==> src/execPkg.sv <==
// Common sizes, command kinds and bus structs for the execution unit, imported by RTL and testbench
package execPkg;

	////////////////////
	// Sizes
	////////////////////
	localparam int DATA_W		= 32;		// Integer data path
	localparam int ISSUE_W		= 4;		// Issue number, age wraps at 16
	localparam int REG_W		= 5;		// Destination register index
	localparam int MATH_LAT		= 4;		// Cycles from accept to write-back
	localparam int MV_DEPTH		= 4;		// Register-move queue entries

	typedef logic [DATA_W-1:0]	data_t;
	typedef logic [ISSUE_W-1:0]	issueNo_t;

	////////////////////
	// Command kinds
	////////////////////
	typedef enum logic [2:0] {
		opAdd,								// src1 + src2
		opSub,								// src1 - src2
		opMul,								// src1 * src2, low word
		opFma,								// src1 * src2 + src3
		opMov,								// Copy src1 to dst
		opLoad,								// dst = mem[src1 + src2]
		opStore								// mem[src1 + src2] = src3
	} opKind_t;

	////////////////////
	// Buses
	////////////////////
	typedef struct packed {
		logic				valid;
		opKind_t			kind;
		logic [REG_W-1:0]	dst;
		issueNo_t			issueNo;
		data_t				src1;
		data_t				src2;
		data_t				src3;
	} execCmd_t;

	// Tag that follows a result to write-back
	typedef struct packed {
		logic				valid;
		logic [REG_W-1:0]	dst;
		issueNo_t			issueNo;
	} wbToken_t;

	typedef struct packed {
		wbToken_t			token;
		data_t				data;
	} wbOut_t;

	typedef struct packed {
		logic				valid;			// Held until grant
		logic				write;			// High for a store
		data_t				addr;			// Word address
		data_t				stData;
	} memReq_t;

	typedef struct packed {
		logic				valid;			// One-cycle pulse
		data_t				ldData;
	} memRsp_t;

endpackage

==> src/ringBuff.sv <==
// Circular FIFO for any payload type, instanced in the execution unit as the register-move queue
module ringBuff #(
	parameter type	TYPE		= logic [7:0],
	parameter int	NUM_ENTRY	= 4
)(
	input	logic	clock,
	input	logic	rstN,
	input	logic	we,					// Push, ignored when full
	input	logic	re,					// Pop, ignored when empty
	input	TYPE	dataIn,
	output	TYPE	dataOut,			// Head entry
	output	logic	full,
	output	logic	empty
);

	localparam int PTR_W = (NUM_ENTRY > 1) ? $clog2(NUM_ENTRY) : 1;
	localparam int CNT_W = $clog2(NUM_ENTRY + 1);

	TYPE				mem [NUM_ENTRY];
	logic [PTR_W-1:0]	wrPtr;
	logic [PTR_W-1:0]	rdPtr;
	logic [CNT_W-1:0]	count;			// Occupancy
	logic				doWrite;
	logic				doRead;

	assign doWrite	= we & ~full;
	assign doRead	= re & ~empty;
	assign full		= (count == CNT_W'(NUM_ENTRY));
	assign empty	= (count == '0);
	assign dataOut	= mem[rdPtr];

	always_ff @(posedge clock or negedge rstN) begin
		if (!rstN) begin
			wrPtr <= '0;
			rdPtr <= '0;
			count <= '0;
		end else begin
			if (doWrite) begin
				wrPtr <= (wrPtr == PTR_W'(NUM_ENTRY - 1)) ? '0 : wrPtr + 1'b1;
			end
			if (doRead) begin
				rdPtr <= (rdPtr == PTR_W'(NUM_ENTRY - 1)) ? '0 : rdPtr + 1'b1;
			end
			count <= count + CNT_W'(doWrite) - CNT_W'(doRead);	// Net change per cycle
		end
	end

	always_ff @(posedge clock) begin
		if (doWrite) begin
			mem[wrPtr] <= dataIn;
		end
	end

endmodule

==> src/mathUnit.sv <==
// Fixed-latency integer pipeline for add, sub, mul and fma, driven by the execution unit decoder
module mathUnit
	import execPkg::*;
(
	input	logic		clock,
	input	logic		rstN,
	input	execCmd_t	cmdIn,				// valid already qualified by decode
	output	wbOut_t		result
);

	// Stage one holds both raw results
	logic				s1Valid;
	opKind_t			s1Kind;
	logic [REG_W-1:0]	s1Dst;
	issueNo_t			s1Issue;
	data_t				s1Prod;
	data_t				s1Sum;
	data_t				s1Src3;

	// Stages two up to MATH_LAT
	logic				vld			[2:MATH_LAT];
	logic [REG_W-1:0]	dstPipe		[2:MATH_LAT];
	issueNo_t			issuePipe	[2:MATH_LAT];
	data_t				dataPipe	[2:MATH_LAT];
	data_t				s2Data;

	// Final select, fma adds the addend here
	always_comb begin
		case (s1Kind)
			opMul:		s2Data = s1Prod;
			opFma:		s2Data = s1Prod + s1Src3;
			default:	s2Data = s1Sum;
		endcase
	end

	always_ff @(posedge clock or negedge rstN) begin
		if (!rstN) begin
			s1Valid <= 1'b0;
			for (int i = 2; i <= MATH_LAT; i++) begin
				vld[i] <= 1'b0;
			end
		end else begin
			s1Valid	<= cmdIn.valid;
			vld[2]	<= s1Valid;
			for (int i = 3; i <= MATH_LAT; i++) begin
				vld[i] <= vld[i-1];
			end
		end
	end

	always_ff @(posedge clock) begin
		s1Kind			<= cmdIn.kind;
		s1Dst			<= cmdIn.dst;
		s1Issue			<= cmdIn.issueNo;
		s1Prod			<= cmdIn.src1 * cmdIn.src2;		// Low word of product
		s1Sum			<= (cmdIn.kind == opSub) ? cmdIn.src1 - cmdIn.src2 : cmdIn.src1 + cmdIn.src2;
		s1Src3			<= cmdIn.src3;
		dstPipe[2]		<= s1Dst;
		issuePipe[2]	<= s1Issue;
		dataPipe[2]		<= s2Data;
		for (int i = 3; i <= MATH_LAT; i++) begin
			dstPipe[i]		<= dstPipe[i-1];
			issuePipe[i]	<= issuePipe[i-1];
			dataPipe[i]		<= dataPipe[i-1];
		end
	end

	assign result.token.valid	= vld[MATH_LAT];
	assign result.token.dst		= dstPipe[MATH_LAT];
	assign result.token.issueNo	= issuePipe[MATH_LAT];
	assign result.data			= dataPipe[MATH_LAT];

endmodule

==> src/ldStUnit.sv <==
// One load/store lane with its own memory port, instanced for the even and odd word lanes
module ldStUnit
	import execPkg::*;
(
	input	logic		clock,
	input	logic		rstN,
	input	logic		start,				// Accepted load or store for this lane
	input	execCmd_t	cmdIn,
	output	logic		busy,
	output	memReq_t	memReq,
	input	logic		grant,				// One-cycle pulse
	input	memRsp_t	memRsp,
	output	wbToken_t	result,				// Load result waiting for write-back
	output	data_t		resultData,
	input	logic		wbTaken,			// Write-back picked this lane
	output	logic		done
);

	typedef enum logic [1:0] {
		stIdle,
		stRequest,
		stWaitData,
		stHoldResult
	} lsState_t;

	lsState_t			state;
	logic				reqWrite;
	data_t				reqAddr;
	data_t				reqData;
	logic [REG_W-1:0]	reqDst;
	issueNo_t			reqIssue;
	data_t				ldData;
	logic				launch;

	assign launch = start & (state == stIdle);

	////////////////////
	// Control FSM
	////////////////////
	always_ff @(posedge clock or negedge rstN) begin
		if (!rstN) begin
			state	<= stIdle;
			done	<= 1'b0;
		end else begin
			done <= 1'b0;
			case (state)
				stIdle: begin
					if (start) begin
						state <= stRequest;
					end
				end
				stRequest: begin
					if (grant && reqWrite) begin
						state	<= stIdle;				// Store finishes on grant
						done	<= 1'b1;
					end else if (grant) begin
						state	<= stWaitData;
					end
				end
				stWaitData: begin
					if (memRsp.valid) begin
						state	<= stHoldResult;
						done	<= 1'b1;
					end
				end
				stHoldResult: begin
					if (wbTaken) begin
						state <= stIdle;
					end
				end
				default: state <= stIdle;
			endcase
		end
	end

	////////////////////
	// Payload
	////////////////////
	always_ff @(posedge clock) begin
		if (launch) begin
			reqWrite	<= (cmdIn.kind == opStore);
			reqAddr		<= cmdIn.src1 + cmdIn.src2;	// Base plus offset
			reqData		<= cmdIn.src3;
			reqDst		<= cmdIn.dst;
			reqIssue	<= cmdIn.issueNo;
		end
		if ((state == stWaitData) && memRsp.valid) begin
			ldData <= memRsp.ldData;
		end
	end

	assign busy				= (state != stIdle);
	assign memReq.valid		= (state == stRequest);
	assign memReq.write		= reqWrite;
	assign memReq.addr		= reqAddr;
	assign memReq.stData	= reqData;

	assign result.valid		= (state == stHoldResult);
	assign result.dst		= reqDst;
	assign result.issueNo	= reqIssue;
	assign resultData		= ldData;

endmodule

==> src/execUnit.sv <==
// Top of the vector-lane execution unit: decode, stall, move queue and age-ordered write-back
module execUnit
	import execPkg::*;
(
	input	logic		clock,
	input	logic		rstN,
	input	execCmd_t	cmd,
	output	logic		stall,				// Combinational, driver holds cmd
	output	memReq_t	memReq0,			// Even lane
	output	memReq_t	memReq1,			// Odd lane
	input	logic [1:0]	grant,
	input	memRsp_t	memRsp0,
	input	memRsp_t	memRsp1,
	output	wbOut_t		wb,
	output	logic		mathDone,
	output	logic [1:0]	ldStDone
);

	////////////////////
	// Decode and stall
	////////////////////
	logic		isMath;
	logic		isLdSt;
	logic		isMov;
	data_t		lsAddr;
	logic		laneSel;				// Word address bit 0
	logic [1:0]	laneBusy;
	logic [1:0]	laneStart;
	logic		accept;
	logic		mvFull;
	logic		mvEmpty;
	issueNo_t	lastIssue;
	execCmd_t	mathCmd;

	assign isMath	= cmd.kind inside {opAdd, opSub, opMul, opFma};
	assign isLdSt	= (cmd.kind == opLoad) || (cmd.kind == opStore);
	assign isMov	= (cmd.kind == opMov);
	assign lsAddr	= cmd.src1 + cmd.src2;
	assign laneSel	= lsAddr[0];

	assign stall	= cmd.valid & ((isLdSt & laneBusy[laneSel]) | (isMov & mvFull));
	assign accept	= cmd.valid & ~stall;

	assign laneStart[0] = accept & isLdSt & ~laneSel;
	assign laneStart[1] = accept & isLdSt & laneSel;

	always_comb begin
		mathCmd			= cmd;
		mathCmd.valid	= accept & isMath;
	end

	// Reference point for ages
	always_ff @(posedge clock or negedge rstN) begin
		if (!rstN) begin
			lastIssue <= '0;
		end else if (accept) begin
			lastIssue <= cmd.issueNo;
		end
	end

	////////////////////
	// Execution paths
	////////////////////
	wbOut_t		mathRes;
	wbToken_t	ldTok [2];
	data_t		ldData [2];
	logic [1:0]	ldTaken;
	wbToken_t	mvTokIn;
	wbToken_t	mvTok;
	data_t		mvData;
	logic		mvWe;
	logic		mvRe;

	mathUnit mathPipe (
		.clock(		clock		),
		.rstN(		rstN		),
		.cmdIn(		mathCmd		),
		.result(	mathRes		)
	);

	ldStUnit ldStEven (
		.clock(		clock			),
		.rstN(		rstN			),
		.start(		laneStart[0]	),
		.cmdIn(		cmd				),
		.busy(		laneBusy[0]		),
		.memReq(	memReq0			),
		.grant(		grant[0]		),
		.memRsp(	memRsp0			),
		.result(	ldTok[0]		),
		.resultData(ldData[0]		),
		.wbTaken(	ldTaken[0]		),
		.done(		ldStDone[0]		)
	);

	ldStUnit ldStOdd (
		.clock(		clock			),
		.rstN(		rstN			),
		.start(		laneStart[1]	),
		.cmdIn(		cmd				),
		.busy(		laneBusy[1]		),
		.memReq(	memReq1			),
		.grant(		grant[1]		),
		.memRsp(	memRsp1			),
		.result(	ldTok[1]		),
		.resultData(ldData[1]		),
		.wbTaken(	ldTaken[1]		),
		.done(		ldStDone[1]		)
	);

	assign mvWe				= accept & isMov;
	assign mvTokIn.valid	= 1'b1;
	assign mvTokIn.dst		= cmd.dst;
	assign mvTokIn.issueNo	= cmd.issueNo;

	ringBuff #(
		.TYPE(		wbToken_t	),
		.NUM_ENTRY(	MV_DEPTH	)
	) mvTokenBuff (
		.clock(		clock		),
		.rstN(		rstN		),
		.we(		mvWe		),
		.re(		mvRe		),
		.dataIn(	mvTokIn		),
		.dataOut(	mvTok		),
		.full(		mvFull		),
		.empty(		mvEmpty		)
	);

	ringBuff #(
		.TYPE(		data_t		),
		.NUM_ENTRY(	MV_DEPTH	)
	) mvDataBuff (
		.clock(		clock		),
		.rstN(		rstN		),
		.we(		mvWe		),
		.re(		mvRe		),
		.dataIn(	cmd.src1	),
		.dataOut(	mvData		),
		.full(					),
		.empty(					)
	);

	////////////////////
	// Write-back select
	////////////////////
	issueNo_t	ageEven;
	issueNo_t	ageOdd;
	issueNo_t	ageLd;
	issueNo_t	ageMv;
	logic		selOdd;
	logic		ldAny;
	logic		selMv;

	assign ageEven	= lastIssue - ldTok[0].issueNo;
	assign ageOdd	= lastIssue - ldTok[1].issueNo;
	assign ageMv	= lastIssue - mvTok.issueNo;

	// Oldest load first, then against the queue head
	assign selOdd	= ldTok[1].valid & (~ldTok[0].valid | (ageOdd > ageEven));
	assign ldAny	= ldTok[0].valid | ldTok[1].valid;
	assign ageLd	= selOdd ? ageOdd : ageEven;
	assign selMv	= ~mvEmpty & (~ldAny | (ageMv > ageLd));

	always_comb begin
		wb		= '0;
		ldTaken	= '0;
		mvRe	= 1'b0;
		if (mathRes.token.valid) begin
			wb = mathRes;							// Fixed latency, never waits
		end else if (selMv) begin
			wb.token	= mvTok;
			wb.data		= mvData;
			mvRe		= 1'b1;
		end else if (selOdd) begin
			wb.token	= ldTok[1];
			wb.data		= ldData[1];
			ldTaken[1]	= 1'b1;
		end else if (ldAny) begin
			wb.token	= ldTok[0];
			wb.data		= ldData[0];
			ldTaken[0]	= 1'b1;
		end
	end

	assign mathDone = mathRes.token.valid;

endmodule

==> config.mk <==
export PLATFORM = sky130hd
export DESIGN_NAME = execUnit
export DESIGN_NICKNAME = d
export VERILOG_FILES = /design/src/execPkg.sv /design/src/ringBuff.sv /design/src/mathUnit.sv /design/src/ldStUnit.sv /design/src/execUnit.sv
export SDC_FILE = /design/constraint.sdc
export NUM_CORES = 2
export LEC_CHECK = 0
export ABC_AREA = 1
export ABC_CLOCK_PERIOD_IN_PS = 4880
export BUFFER_PORTS_ARGS = -buffer_cell sky130_fd_sc_hd__buf_2
export CAP_MARGIN = 20
export CORE_MARGIN = 5
export CORE_UTILIZATION = 33
export DETAILED_ROUTE_END_ITERATION = 16
export GPL_TIMING_DRIVEN = 0
export PLACE_DENSITY = 0.51
export SLEW_MARGIN = 10
export SYNTH_ARGS = -nofsm -noshare
export SYNTH_HDL_FRONTEND = slang
export SYNTH_HIERARCHICAL = 1
export SYNTH_SLANG_ARGS = --single-unit
==> constraint.sdc <==
create_clock -name clock -period 4.88 [get_ports clock]
set_input_delay 0.488 -clock clock [delete_from_list [all_inputs] [get_ports clock]]
set_output_delay 0.488 -clock clock [all_outputs]
set_load 0.02 [all_outputs]
==> flow_results.org <==
** Run status
- Outcome :: finished with violations
- Failing checks :: negative setup slack

** Route
- Uppermost metal layer occupied by signal nets :: met5
- DR pass1 iterations :: 6
- The routed design uses 13080 microns of met3 wire.
- Per-cell via count in the routed design :: 4.775
- Once detail routing completed, the nets flagged for antenna violations numbered 0.
- Vias after detailed routing :: 40713
- Wirelength, routed :: 181400 microns
- First DRT Iteration DRCs :: 3099
- Total length of routed met2 wires :: 84850 microns
- Routed length per instance :: 21.28 microns
- Post-Route M1 WL :: 75540 microns
- Number of design rule violations left after detail routing :: 0

** Timing
- Worst-margin pin slew :: 1.017 ns
- RSZ-0062 raised after global routing :: true
- For the finished layout, the period the worst path requires is 6.141 ns.
- Minimum hold slack :: 0.06229 ns
- The clock arrives with 0.04063 ns of skew.
- Measured against its own limit, the worst slew margin works out to 0.3195.
- Number of failing setup endpoints in the final timing report :: 55
- Hold violation count in the final report :: 0
- The number of pins with negative max-slew slack in the final report was 0.
- Based on the critical path, the design can be clocked at up to 0.1628 GHz.
- Final worst-path cycle share :: 1.258
- Once routing completed, OpenROAD measured the worst setup slack at -1.261 ns.

** GRT
- The first global-routing pass estimated 263100 microns of wire.
- Final global-route overflow total :: 0
- The number of global-route vias before repair is 40486.
- Across every metal layer, demand over resource in global routing totals 0.2320.
- Antenna violations before repair :: 3
- Entering global routing, the biggest net connects 43 pins.

** Worst setup path
- On the critical path, the stage with the largest delay is an instance of sky130_fd_sc_hd__fa_1.
- Source of the worst register-to-register timing path :: lastIssue[0]$_DFFE_PN0P_
- Worst reg2reg endpoint :: mvTokenBuff/count[2]$_DFF_PN0_
- The worst setup path is captured at a flip-flop.
- Critical Path RT :: 5.39 ns
- End point of the critical path :: mathPipe/s1Prod[29]$_DFF_P_
- Data arrives at the worst endpoint at 6.65 ns.
- First element of the critical path :: cmd[37]
- The critical path is of the in2reg type.
- Library cell appearing most often on the critical path :: sky130_fd_sc_hd__fa_1
- In this run the register-to-register setup slack is 0.16 ns.
- Startpoint kind of the worst setup timing path :: input port
- Maximum fanout along the worst path :: 6
- On the worst path, the slowest cell contributes a delay of 0.62 ns.
- Number of cell instances on the worst register-to-register path :: 36

** Clocking
- CTS Buffer Depth :: 3
- TritonCTS clock tree :: built
- Library cell used as clock root buffer :: sky130_fd_sc_hd__clkbuf_16
- Clock slew seen by the registers of the worst setup and hold paths :: 0.06 ns
- CTS H-Tree Depth :: 3
- Clock insertion delay at the later pin of the skew report :: 0.67 ns
- Number of clock sinks seen by CTS :: 639
- TritonCTS buffer count :: 72

** Floorplan
- IO Pins :: 357
- From bottom edge to top edge, the die measures 392.1 microns.
- DIE WIDTH :: 392.1 microns
- The floorplan has 140 rows.
- Area of the core region :: 145400 sq um
- Area of the die :: 153700 sq um
- For this configuration, the core starts out at a cell density of 0.3313.

** Worst hold path
- Hold Path Class :: in2reg

** Logic synthesis
- Number of warnings issued by yosys :: 6
- Post-Syn Instances :: 5772
- Combined area of all synthesized cells :: 48170 sq um
- Average cell area after synthesis :: 8.346 sq um

** Placement
- Routability-driven placement finished with a final weighted congestion of 0.9318.
- Post-DP HPWL :: 137400 microns
- Number of port buffers :: 356

** Final layout
- The net count of the finished layout is 7438.
- Measured on the finished design, the core utilization comes to 0.4314.
- In the final layout, the share of cells above drive strength 1 is 0.2184.
- Relative to the synthesized area, the layout overhead comes to 30.20%.
- Count of filler cells inserted in the layout :: 14243

** Run
- Max cap viols :: 0
flip-flops by register name, summed over array words and instances (netlist names), 4 cells and up, named ones only:
name                 cells
lastIssue                4
ldStEven/reqAddr        32
ldStEven/reqData        32
ldStEven/reqDst          5
ldStEven/reqIssue        4
ldStEven/resultData     32
ldStOdd/reqAddr         32
ldStOdd/reqData         32
ldStOdd/reqDst           5
ldStOdd/reqIssue         4
ldStOdd/resultData      32
mathPipe/dataPipe       96
mathPipe/dstPipe        15
mathPipe/issuePipe      12
mathPipe/s1Dst           5
mathPipe/s1Issue         4
mathPipe/s1Prod         32
mathPipe/s1Src3         32
mathPipe/s1Sum          32
mvDataBuff/mem         128
mvTokenBuff/mem         40
stage by stage:
| step | instance area, sq um | worst slack (ns) | std cells | setup TNS, ns |
|---|---|---|---|---|
| 5_1_grt | 62720 | -1.403 | 8525 | -31.27 |
| 4_1_cts | 61490 | -1.218 | 8467 | -22.86 |
| 3_5_place_dp | 53530 | -2.813 | 8060 | -58.58 |
| 2_1_floorplan | 49080 | -1.372 | 5775 | -18.92 |
| 3_3_place_gp | 53260 | -2.783 | 8048 | -173.33 |
| 6_report | 62720 | -1.261 | 8526 | -20.10 |
per-layer routing:
| layer | vias to the layer above | GRT usage |
|---|---|---|
| met5 | - | 0 |
| met4 | 2 | 0.09139 |
| met3 | 315 | 0.03842 |
| met2 | 1436 | 0.3843 |
| met1 | 19727 | 0.3038 |
| li1 | 19233 | - |
worst min-delay path by stage:
| stage | start | to | slack [ns] | cells past startpoint |
|---|---|---|---|---|
| after floorplan | rstN | lastIssue[0]$_DFFE_PN0P_ | 0.19 | 0 |
| after global placement | mathPipe/dataPipe[2][21]$_DFF_P_ | mathPipe/dataPipe[3][21]$_DFF_P_ | 0.31 | 0 |
| after detailed placement | mathPipe/dataPipe[2][10]$_DFF_P_ | mathPipe/dataPipe[3][10]$_DFF_P_ | 0.31 | 0 |
| after CTS | cmd[104] | mathPipe/s1Dst[4]$_DFF_P_ | 0.0007 | 1 |
| after global routing | memRsp1[21] | ldStOdd/resultData[21]$_DFFE_PP_ | 0.02 | 1 |
| final | cmd[107] | mathPipe/s1Kind[2]$_DFF_P_ | 0.06 | 1 |
critical path: cells and delay by family:
kind | cells | cell delay (ns)
buffers and inverters | 8 | 0.56
adders and majority gates | 9 | 4.40
xor gates and xnor gates | 1 | 0.17
and+or+nand+nor | 7 | 0.63
AOI/OAI and AO/OA | 2 | 0.41
cell type report:
type,count,area (sq um),share of cell area
multi-input combinational,3671,27740,0.4423
sequential,639,16740,0.2669
timing repair buffer,725,6442,0.1027
inverter,1272,4797,0.07648
tap,1917,2399,0.03824
buffer,171,2168,0.03457
clock buffer,102,2147,0.03423
clock inverter,28,285.3,0.004548
antenna,1,2.502,0.00003990
timing repair:
item	4_1_cts	5_1_grt
endpoints found under the hold margin	136	0
setup buffers	183	73
pin swaps	198	235
endpoints found under the setup margin	72	69
resized for setup	723	307
cloned	8	2
hold buffers	96	0
layout by cell type (no fill, tap or decap), types with 96 or more instances in the layout:
master / count
sky130_fd_sc_hd__nand2_2: 128
sky130_fd_sc_hd__inv_2: 117
sky130_fd_sc_hd__nor2_1: 187
sky130_fd_sc_hd__edfxtp_1: 380
sky130_fd_sc_hd__fa_1: 340
sky130_fd_sc_hd__dfxtp_1: 231
sky130_fd_sc_hd__buf_4: 195
sky130_fd_sc_hd__inv_1: 1144
sky130_fd_sc_hd__a21oi_1: 132
sky130_fd_sc_hd__nand3_1: 178
sky130_fd_sc_hd__ha_1: 246
sky130_fd_sc_hd__nand2_1: 1669
sky130_fd_sc_hd__clkbuf_16: 120
sky130_fd_sc_hd__buf_6: 112
sky130_fd_sc_hd__dlygate4sd3_1: 96
sky130_fd_sc_hd__buf_2: 296
Power is not shown: default switching activity piles up to over one toggle a cycle in this logic, so the estimate is an artifact.
